==> src/common/glay_pkg.sv <==
// -------------------------------------------------------------------------
// shared widths and types for the single compute unit
// word addressed memory, one vertex degree per data word
// the vertex sum wraps modulo 2**data_w, no overflow flag
// -------------------------------------------------------------------------

`default_nettype none

package glay_pkg;

  // -------------------------------------------------------------------------
  // widths
  // -------------------------------------------------------------------------
  // word address into vertex memory
  localparam int addr_w  = 16;
  // vertex degree word and sum
  localparam int data_w  = 32;
  // vertex count field of the descriptor
  localparam int count_w = 16;

  // -------------------------------------------------------------------------
  // types
  // -------------------------------------------------------------------------
  typedef logic [addr_w-1:0]  addr_t;
  typedef logic [data_w-1:0]  data_t;
  typedef logic [count_w-1:0] count_t;

  // control chain states
  // done_hold keeps done up until continue
  typedef enum logic [1:0] {
    idle      = 2'd0,
    run       = 2'd1,
    done_hold = 2'd2
  } ctrl_state_t;

endpackage

`default_nettype wire

==> src/control/glay_kernel_control.sv <==
// -------------------------------------------------------------------------
// control chain FSM: idle, run, done_hold
// descriptor taken only while idle; count clamped to max_vertices
// each descriptor launches one run, then a new one is needed
// -------------------------------------------------------------------------

`timescale 1ns/1ps
`default_nettype none

module glay_kernel_control #(
  parameter int max_vertices = 1024
) (
  input  logic             ap_clk,
  input  logic             rst,
  input  logic             start,
  input  logic             ap_continue,
  output logic             ready,
  output logic             done,
  output logic             idle,
  input  logic             desc_valid,
  input  glay_pkg::addr_t  desc_base,
  input  glay_pkg::count_t desc_count,
  input  glay_pkg::addr_t  desc_result,
  output logic             run_start,
  output glay_pkg::addr_t  run_base,
  output glay_pkg::count_t run_count,
  output glay_pkg::addr_t  run_result,
  input  logic             run_finish
);

  localparam glay_pkg::count_t max_count = glay_pkg::count_t'(max_vertices);

  glay_pkg::ctrl_state_t state;
  logic desc_loaded;
  logic launch;
  logic go;
  logic capture;

  // start is a level, taken once a descriptor is held
  assign go      = (state == glay_pkg::idle) && start && desc_loaded;
  assign capture = desc_valid && (state == glay_pkg::idle) && !go;

  always_ff @(posedge ap_clk) begin
    if (rst) begin
      state       <= glay_pkg::idle;
      desc_loaded <= 1'b0;
      launch      <= 1'b0;
    end else begin
      launch <= go;
      case (state)
        glay_pkg::idle:      if (go) state <= glay_pkg::run;
        glay_pkg::run:       if (run_finish) state <= glay_pkg::done_hold;
        glay_pkg::done_hold: if (ap_continue) state <= glay_pkg::idle;
        default:             state <= glay_pkg::idle;
      endcase
      // descriptor consumed by the launch
      if (go) begin
        desc_loaded <= 1'b0;
      end else if (capture) begin
        desc_loaded <= 1'b1;
      end
    end
  end

  // descriptor fields
  always_ff @(posedge ap_clk) begin
    if (capture) begin
      run_base   <= desc_base;
      run_count  <= (desc_count > max_count) ? max_count : desc_count;
      run_result <= desc_result;
    end
  end

  // ready and run_start are the same one-cycle pulse
  assign ready     = launch;
  assign run_start = launch;
  assign done      = (state == glay_pkg::done_hold);
  assign idle      = (state == glay_pkg::idle);

  assert property (@(posedge ap_clk) disable iff (rst) run_finish |-> state == glay_pkg::run)
    else $error("run_finish outside run");

endmodule

`default_nettype wire

==> src/engine/glay_vertex_reader.sv <==
// -------------------------------------------------------------------------
// sums run_count words from run_base upward, writes sum to run_result
// one read outstanding; next request the cycle after its valid
// run_count must already be clamped to max_vertices
// no timeout, a stalled memory stalls the engine
// -------------------------------------------------------------------------

`timescale 1ns/1ps
`default_nettype none

module glay_vertex_reader #(
  parameter int max_vertices = 1024
) (
  input  logic             ap_clk,
  input  logic             rst,
  input  logic             run_start,
  input  glay_pkg::addr_t  run_base,
  input  glay_pkg::count_t run_count,
  input  glay_pkg::addr_t  run_result,
  output logic             run_finish,
  output logic             mem_rd_req,
  output glay_pkg::addr_t  mem_rd_addr,
  input  logic             mem_rd_valid,
  input  glay_pkg::data_t  mem_rd_data,
  output logic             mem_wr_req,
  output glay_pkg::addr_t  mem_wr_addr,
  output glay_pkg::data_t  mem_wr_data,
  input  logic             mem_wr_ack
);

  // remaining count, just wide enough for max_vertices
  localparam int left_w = $clog2(max_vertices + 1);

  localparam logic [1:0] s_idle  = 2'd0;
  localparam logic [1:0] s_read  = 2'd1;
  localparam logic [1:0] s_write = 2'd2;

  logic [1:0]        state;
  logic [left_w-1:0] left;
  glay_pkg::addr_t   addr;
  glay_pkg::addr_t   result;
  glay_pkg::data_t   sum;

  // -------------------------------------------------------------------------
  // sequencer
  // -------------------------------------------------------------------------
  always_ff @(posedge ap_clk) begin
    if (rst) begin
      state      <= s_idle;
      mem_rd_req <= 1'b0;
      mem_wr_req <= 1'b0;
      run_finish <= 1'b0;
    end else begin
      // request and finish are single-cycle pulses
      mem_rd_req <= 1'b0;
      mem_wr_req <= 1'b0;
      run_finish <= 1'b0;
      case (state)
        s_idle: begin
          if (run_start) begin
            // empty vertex list goes straight to the write
            if (run_count == '0) begin
              state      <= s_write;
              mem_wr_req <= 1'b1;
            end else begin
              state      <= s_read;
              mem_rd_req <= 1'b1;
            end
          end
        end
        s_read: begin
          if (mem_rd_valid) begin
            if (left == left_w'(1)) begin
              state      <= s_write;
              mem_wr_req <= 1'b1;
            end else begin
              mem_rd_req <= 1'b1;
            end
          end
        end
        s_write: begin
          if (mem_wr_ack) begin
            state      <= s_idle;
            run_finish <= 1'b1;
          end
        end
        default: state <= s_idle;
      endcase
    end
  end

  // -------------------------------------------------------------------------
  // datapath
  // -------------------------------------------------------------------------
  always_ff @(posedge ap_clk) begin
    if (state == s_idle && run_start) begin
      addr   <= run_base;
      left   <= left_w'(run_count);
      result <= run_result;
      sum    <= '0;
    end else if (state == s_read && mem_rd_valid) begin
      // wraps at data_w
      addr <= addr + 1'b1;
      left <= left - 1'b1;
      sum  <= sum + mem_rd_data;
    end
  end

  assign mem_rd_addr = addr;
  assign mem_wr_addr = result;
  // sum is final by the cycle mem_wr_req rises
  assign mem_wr_data = sum;

  assert property (@(posedge ap_clk) disable iff (rst) mem_rd_valid |-> state == s_read)
    else $error("read data without an outstanding read");

endmodule

`default_nettype wire

==> src/verilog/glay_kernel_cu.sv <==
// -------------------------------------------------------------------------
// one compute unit, control chain plus a single vertex reader
// every boundary signal has one register stage, in and out
// so each path is 2 cycles longer than the inner blocks
// reset is registered once here; hold it at least 2 cycles
// -------------------------------------------------------------------------

`timescale 1ns/1ps
`default_nettype none

module glay_kernel_cu #(
  parameter int max_vertices = 1024
) (
  input  logic             ap_clk,
  input  logic             m_axi_areset,
  // control chain
  input  logic             start,
  input  logic             ap_continue,
  output logic             ready,
  output logic             done,
  output logic             idle,
  // descriptor
  input  logic             desc_valid,
  input  glay_pkg::addr_t  desc_base,
  input  glay_pkg::count_t desc_count,
  input  glay_pkg::addr_t  desc_result,
  // memory read port
  output logic             mem_rd_req,
  output glay_pkg::addr_t  mem_rd_addr,
  input  logic             mem_rd_valid,
  input  glay_pkg::data_t  mem_rd_data,
  // memory write port
  output logic             mem_wr_req,
  output glay_pkg::addr_t  mem_wr_addr,
  output glay_pkg::data_t  mem_wr_data,
  input  logic             mem_wr_ack
);

  // -------------------------------------------------------------------------
  // internal signals
  // -------------------------------------------------------------------------
  logic             rst;
  // registered inputs
  logic             start_r;
  logic             cont_r;
  logic             desc_valid_r;
  glay_pkg::addr_t  desc_base_r;
  glay_pkg::count_t desc_count_r;
  glay_pkg::addr_t  desc_result_r;
  logic             rd_valid_r;
  glay_pkg::data_t  rd_data_r;
  logic             wr_ack_r;
  // block outputs, before the output stage
  logic             ctrl_ready;
  logic             ctrl_done;
  logic             ctrl_idle;
  logic             rd_req;
  glay_pkg::addr_t  rd_addr;
  logic             wr_req;
  glay_pkg::addr_t  wr_addr;
  glay_pkg::data_t  wr_data;
  // control to reader
  logic             run_start;
  glay_pkg::addr_t  run_base;
  glay_pkg::count_t run_count;
  glay_pkg::addr_t  run_result;
  logic             run_finish;

  // local reset copy
  always_ff @(posedge ap_clk) begin
    rst <= m_axi_areset;
  end

  // -------------------------------------------------------------------------
  // input stage
  // -------------------------------------------------------------------------
  always_ff @(posedge ap_clk) begin
    if (rst) begin
      start_r      <= 1'b0;
      cont_r       <= 1'b0;
      desc_valid_r <= 1'b0;
      rd_valid_r   <= 1'b0;
      wr_ack_r     <= 1'b0;
    end else begin
      start_r      <= start;
      cont_r       <= ap_continue;
      desc_valid_r <= desc_valid;
      rd_valid_r   <= mem_rd_valid;
      wr_ack_r     <= mem_wr_ack;
    end
  end

  // payload, qualified by the strobes above
  always_ff @(posedge ap_clk) begin
    desc_base_r   <= desc_base;
    desc_count_r  <= desc_count;
    desc_result_r <= desc_result;
    rd_data_r     <= mem_rd_data;
  end

  // -------------------------------------------------------------------------
  // output stage
  // -------------------------------------------------------------------------
  always_ff @(posedge ap_clk) begin
    if (rst) begin
      ready      <= 1'b0;
      done       <= 1'b0;
      idle       <= 1'b1;
      mem_rd_req <= 1'b0;
      mem_wr_req <= 1'b0;
    end else begin
      ready      <= ctrl_ready;
      done       <= ctrl_done;
      idle       <= ctrl_idle;
      mem_rd_req <= rd_req;
      mem_wr_req <= wr_req;
    end
  end

  always_ff @(posedge ap_clk) begin
    mem_rd_addr <= rd_addr;
    mem_wr_addr <= wr_addr;
    mem_wr_data <= wr_data;
  end

  // -------------------------------------------------------------------------
  // blocks
  // -------------------------------------------------------------------------
  glay_kernel_control #(
    .max_vertices(max_vertices)
  ) u_glay_kernel_control (
    .ap_clk     (ap_clk       ),
    .rst        (rst          ),
    .start      (start_r      ),
    .ap_continue(cont_r       ),
    .ready      (ctrl_ready   ),
    .done       (ctrl_done    ),
    .idle       (ctrl_idle    ),
    .desc_valid (desc_valid_r ),
    .desc_base  (desc_base_r  ),
    .desc_count (desc_count_r ),
    .desc_result(desc_result_r),
    .run_start  (run_start    ),
    .run_base   (run_base     ),
    .run_count  (run_count    ),
    .run_result (run_result   ),
    .run_finish (run_finish   )
  );

  glay_vertex_reader #(
    .max_vertices(max_vertices)
  ) u_glay_vertex_reader (
    .ap_clk      (ap_clk    ),
    .rst         (rst       ),
    .run_start   (run_start ),
    .run_base    (run_base  ),
    .run_count   (run_count ),
    .run_result  (run_result),
    .run_finish  (run_finish),
    .mem_rd_req  (rd_req    ),
    .mem_rd_addr (rd_addr   ),
    .mem_rd_valid(rd_valid_r),
    .mem_rd_data (rd_data_r ),
    .mem_wr_req  (wr_req    ),
    .mem_wr_addr (wr_addr   ),
    .mem_wr_data (wr_data   ),
    .mem_wr_ack  (wr_ack_r  )
  );

  // -------------------------------------------------------------------------
  // checks
  // -------------------------------------------------------------------------
  // the reader never overlaps its read and write phases
  assert property (@(posedge ap_clk) disable iff (rst) !(mem_rd_req && mem_wr_req))
    else $error("read and write requests issued together");

  // memory traffic only while the control FSM runs and idle is low
  assert property (@(posedge ap_clk) disable iff (rst)
    (mem_rd_req || mem_wr_req) |->
      !idle && u_glay_kernel_control.state == glay_pkg::run)
    else $error("memory request while idle or outside the run state");

endmodule

`default_nettype wire

==> config.mk <==
export PLATFORM = sky130hd
export DESIGN_NAME = glay_kernel_cu
export DESIGN_NICKNAME = d
export VERILOG_FILES = /design/src/common/glay_pkg.sv /design/src/control/glay_kernel_control.sv /design/src/engine/glay_vertex_reader.sv /design/src/verilog/glay_kernel_cu.sv
export SDC_FILE = /design/constraint.sdc
export NUM_CORES = 1
export LEC_CHECK = 0
export BUFFER_PORTS_ARGS = -buffer_cell sky130_fd_sc_hd__buf_4
export CAP_MARGIN = 20
export CELL_PAD_IN_SITES_DETAIL_PLACEMENT = 1
export CELL_PAD_IN_SITES_GLOBAL_PLACEMENT = 1
export CORE_ASPECT_RATIO = 0.75
export CORE_MARGIN = 2
export CORE_UTILIZATION = 26
export CTS_CLUSTER_DIAMETER = 120
export CTS_CLUSTER_SIZE = 40
export DETAILED_ROUTE_END_ITERATION = 10
export HOLD_SLACK_MARGIN = 0.02
export PLACE_DENSITY_LB_ADDON = 0.1
export SYNTH_ARGS = -nofsm -noshare
export SYNTH_HDL_FRONTEND = slang
export SYNTH_HIERARCHICAL = 1
export SYNTH_SLANG_ARGS = --single-unit
==> constraint.sdc <==
create_clock -name ap_clk -period 3.4 [get_ports ap_clk]
set_clock_uncertainty 0.2 [all_clocks]
set_input_delay 0.68 -clock ap_clk [delete_from_list [all_inputs] [get_ports ap_clk]]
set_output_delay 0.68 -clock ap_clk [all_outputs]
set_load 0.03 [all_outputs]
Word-level counts from Yosys, hierarchy flattened
Index checks and enable logic that the tools add are counted.

storage, ports and cells
  flip-flop bits (word level) = 287
  logic and storage cells = 89
  output and inout bits = 69
  bits of input ports = 87

cells by class
  $add $sub $neg = 3
  reduce and logical (&&, ||, !) cells = 15
  equal/unequal tests = 12
  multiplexer cells = 25
  order comparisons = 1
  bitwise logic cells = 1

operators with widths
  operator                                               number
  adder 32 bit                                           1
  2-to-1 mux 16 bit                                      2
  2-to-1 mux 11 bit                                      2
  adder 16 x 1 -> 16 bit, second input constant          1
  > comparator 16 x 11 -> 1 bit, second input constant   1
  logical NOT 16 bit                                     1
  2-to-1 mux 2 bit                                       8
  one-hot mux 2 bit (3 select lines)                     2
  equality test 11 x 1 -> 1 bit, second input constant   1
  subtractor 11 x 1 -> 11 bit, second input constant     1
  2-to-1 mux 1 bit                                       9
  inequality test 2 bit, second input constant           4
  logical AND 1 bit                                      6
  inequality test 2 x 1 -> 1 bit, second input constant  3
  equality test 2 x 1 -> 1 bit, second input constant    2
  equality test 2 bit, second input constant             2
  logical NOT 2 bit                                      2
  one-hot mux 1 bit (2 select lines)                     2
  AND reduction 4 bit                                    1
  OR reduction 2 bit                                     2
  AND reduction 3 bit                                    1
  nonzero test 2 bit                                     1
  logical NOT 1 bit                                      1
  inverter 1 bit                                         1

Logic depth before layout (Yosys ltp)
  word-level depth = 5
  gate-level depth with buffers = 10
  depth with buffers taken out = 10

By module
The synthesis kept the hierarchy.

modules (own cells, without submodules)
  module               times used  area each (sq um)  cells an instance  sequential area each (sq um)
  glay_vertex_reader   1           5026.1             572                2031.9
  glay_kernel_cu       1           3165.5             165                3103.0
  glay_kernel_control  1           1707.9             80                 1521.5

Least setup slack after synthesis
No wires, ideal clock.

  path kind = flip-flop to flip-flop
  start point = register u_glay_vertex_reader.sum[0], in the netlist u_glay_vertex_reader/mem_wr_data[0]
  end point = register u_glay_vertex_reader.sum[22], in the netlist u_glay_vertex_reader/mem_wr_data[22]
  path buffers = 0
  data arrival time = 2185 ps
  setup slack = 888 ps
  setup time = 127 ps
  data required time = 3073 ps
  clock period less this slack = 2512 ps
  stages on the path, launching flop included = 11
  cells stage by stage = dfxtp_1 > ha_1 > fa_1 > a21o_2 > nand4_2 > a21oi_2 > o41ai_4 > o21a_4 > o21ai_1 > xnor2_1 > o21ai_1

on the way
  longest elaborated chain between the ends = 1

RTL lines
  element                   RTL line                   text
  start: declaration        glay_vertex_reader.sv:42   glay_pkg::data_t sum;
  start signal: assignment  glay_vertex_reader.sv:105  sum <= sum + mem_rd_data;
  adder 32 bit              glay_vertex_reader.sv:105

Every way passes these cells.
A chain may end at the register's enable or synchronous reset.

Final worst setup path
  start point = register u_glay_vertex_reader.sum[0], in the netlist u_glay_vertex_reader/mem_wr_data[0]
  end point = register u_glay_vertex_reader.sum[28], in the netlist u_glay_vertex_reader/mem_wr_data[28]

Same word-level chain as after synthesis.

==> impl_metrics.toml <==
[layout]
fin_area_mm2 = 0.0120
reg_top3 = "mem_wr_data: 32 flops, rd_data_r: 32 flops, u_glay_vertex_reader/mem_wr_data: 32 flops"
nNetsFinal = 1093
area_growth_pct = 21.3
final_cell_mix = "196 x dfxtp_1, 162 x buf_4, 99 x nand2_1"
layout-drive-gt1-share_pct = 20.0
diodes = 0
fin_util_pct = 32.2
layout_commonest_cell = "dfxtp_1"

[route]
drc = 0
vias = 6308
via_per_inst = 4.27
dr.pass1.iters = 4
drt-initial-drc-count = 343
final_antenna_net_count = 0
drt_wl_total_um = 23500
wl_per_cell_um = 15.9

[placed_design]
dp_hpwl_um = 16500
post-place-ws_ns = 0.574
portBuffers = 155
routabilityCongestion = 0.730
placed_area_mm2 = 0.0117

[sta]
fmax_mhz = 346
holdWs_ns = 0.0549
tns_ns = 0
rsz0062_at_grt = "no"
min_period_ns = 2.89
finalHoldViolCount = 0
maxSlewHeadroom_pct = 34.8
setup_ws_ns = 0.508
fin_crit_sh_pct = 85.1
setup_viol = 0
tightest_slew_ns = 0.978
drv_slew = 0

[floorplan]
die-area_mm2 = 0.0397
row_count = 61
core_mm2 = 0.0373
initial_utilization_pct = 26.5
pin_count = 156
die_w_um = 229
die_h_um = 173

[setup_path]
reg2reg_from = "u_glay_vertex_reader/mem_wr_data[0]$_SDFFE_PP0P_"
critical_path.most_common_cell = "o21ai_1"
worstSetupEndpointType = "flop"
worstSetupPathType = "flop to flop"
critPathArrivalTime_ns = 3.09
crit_chain = "ha_1 -> fa_1 -> a21o_2 -> nand4_2 -> nand4_1 -> a41o_1 -> nor3_1 -> o21ai_1 -> xnor2_1 -> o21ai_1"
ff2ff_setup_slack_ns = 0.51
cp.required_ns = 3.60
cp-endpoint = "u_glay_vertex_reader/mem_wr_data[28]$_SDFFE_PP0P_"
crit_slowest_cell = "fa_1"
start_kind = "flop"
path_max_fanout = 3
r2r-end = "u_glay_vertex_reader/mem_wr_data[28]$_SDFFE_PP0P_"
crit_start = "u_glay_vertex_reader/mem_wr_data[0]$_SDFFE_PP0P_"
reg2reg_depth = 10
cpPeakStageDelay_ns = 0.41

[run]
maxCapViolations = 0

[clock_tree]
postCtsHoldBufs = 0
cts_root_buffer = "clkbuf_16"
cts_resized = 0
post_cts_buffers = 0
cts_sinks = 287
clock_latency_ns = 0.51
clkTransAtPathRegs_ns = 0.14
cts_buffers = 11
clockBufferDepth = 3
tritoncts = "built"
cts_htree_levels = 1

[run_status]
status = "finished clean"

[pwr]
p_leak_nw = 4.72
power_density_mw_per_mm2 = 534
ir_drop_mv = 0.277

[global_routing]
grt_usage_pct = 11.6
antenna_found_initial = 0
grt_overflow_total = 0
grt_pass1_wl_um = 36900
first_global_vias = 6393
grt_max_degree = 78

[yosys]
yosys.area_share.simple_pct = 12.0
netlist_area_mm2 = 0.00990
synth-warning-count = 6
synth-seq-cells = 287
synth.avg_cell_area_um2 = 12.1
synth_edf_count = 91
synth_top_family_by_area = "simple AND/OR/NAND/NOR gates"
synth_compound_area_share_pct = 10.6
ys_types = 65
synth_ff_type = "dfxtp_1"
yosys.area_share.adder_pct = 4.50
yosys.area_share.xor_xnor_pct = 3.72
muxShareOfSynthArea_pct = 0.518
syn-instance-count = 817
async_reset_ff_share_pct = 0
synth_seq_area_share_pct = 67.2

[min_path]
hp-class = "input pin to flop"
metal layers:
metal | vias to the layer above | routed length (um) | global-route usage (%)
met5 | - | 0 | 0
met1 | 3038 | 12500 | 17.7
met2 | 85 | 9820 | 17.3
li1 | 3171 | - | -
met4 | 0 | 368 | 2.27
met3 | 14 | 749 | 1.76
area by class of cell:
cell class | count | area, um2
Sequential cell | 287 | 6660
Inverter | 10 | 37.5
Multi-Input combinational cell | 498 | 3120
Tap cell | 504 | 631
Clock inverter | 3 | 53.8
Clock buffer | 14 | 287
Fill cell | 4095 | 25300
Timing Repair Buffer | 163 | 1230
power by group:
part | internal [mW] | leakage, nW | switching (mW)
clock | 0.672 | 0.169 | 1.07
combinational | 0.348 | 2.09 | 0.498
sequential | 3.73 | 2.46 | 0.0980
total | 4.75 | 4.72 | 1.66
logic make-up after synthesis:
logic type	after synthesis
xor+xnor	42
buf+inv	36
flops	287
mux	5
compound gates	169
fa+ha+maj	35
other cells	1
simple gates	242
cell usage after synthesis (all sizes together) (3+ instances only):
| master | n | area, um2 |
|---|---|---|
| dfxtp | 196 | 3920 |
| nand2 | 99 | 372 |
| edfxtp | 91 | 2730 |
| a21oi | 59 | 307 |
| o21ai | 59 | 299 |
| nor2 | 39 | 146 |
| ha | 34 | 425 |
| xor2 | 24 | 210 |
| clkbuf | 19 | 71.3 |
| nand3 | 18 | 90.1 |
| xnor2 | 18 | 158 |
| nand4 | 14 | 93.8 |
| and2 | 12 | 75.1 |
| nor2b | 12 | 75.1 |
| a21o | 11 | 83.8 |
| nor3 | 11 | 66.3 |
| inv | 9 | 33.8 |
| and3 | 8 | 50.1 |
| buf | 7 | 35.0 |
| nor4 | 7 | 43.8 |
| o21a | 7 | 60.1 |
| a31oi | 6 | 37.5 |
| o21bai | 6 | 48.8 |
| o31ai | 5 | 51.3 |
| a211oi | 4 | 30.0 |
| mux2i | 4 | 40.0 |
| and4 | 3 | 26.3 |
| nand2b | 3 | 18.8 |
| o211ai | 3 | 22.5 |
| or3 | 3 | 18.8 |
how the worst min path moves through the flow:
stage | from | endpoint | slack [ns] | cells past startpoint
finish | mem_rd_data[3] | rd_data_r[3]$_DFF_P_ | 0.05 | 1
global route | desc_count[8] | desc_count_r[8]$_DFF_P_ | 0.03 | 1
CTS | mem_rd_data[3] | rd_data_r[3]$_DFF_P_ | 0.03 | 1
detailed placement | u_glay_vertex_reader/mem_wr_addr[10]$_DFFE_PP_ | mem_wr_addr[10]$_DFF_P_ | 0.13 | 0
global placement | u_glay_vertex_reader/mem_wr_addr[13]$_DFFE_PP_ | mem_wr_addr[13]$_DFF_P_ | 0.12 | 0
floorplan | u_glay_vertex_reader/mem_wr_addr[0]$_DFFE_PP_ | mem_wr_addr[0]$_DFF_P_ | 0.12 | 0
critical path, delay by kind of cell (launching register included):
family	cells	cell delay, ns
and+or+nand+nor	3	0.68
DFF	1	0.35
adders and majority gates	2	0.62
AOI/OAI and AO/OA	4	0.77
xor gates and xnor gates	1	0.15
stage by stage:
stage	total power [mW]	std cells
after global placement	4.76	1461
final	6.41	1479
after detailed placement	4.76	1462
after CTS	6.54	1479
after global routing	6.75	1479
after floorplan	4.43	821
Note: power is estimated with default switching activity, not from simulation.
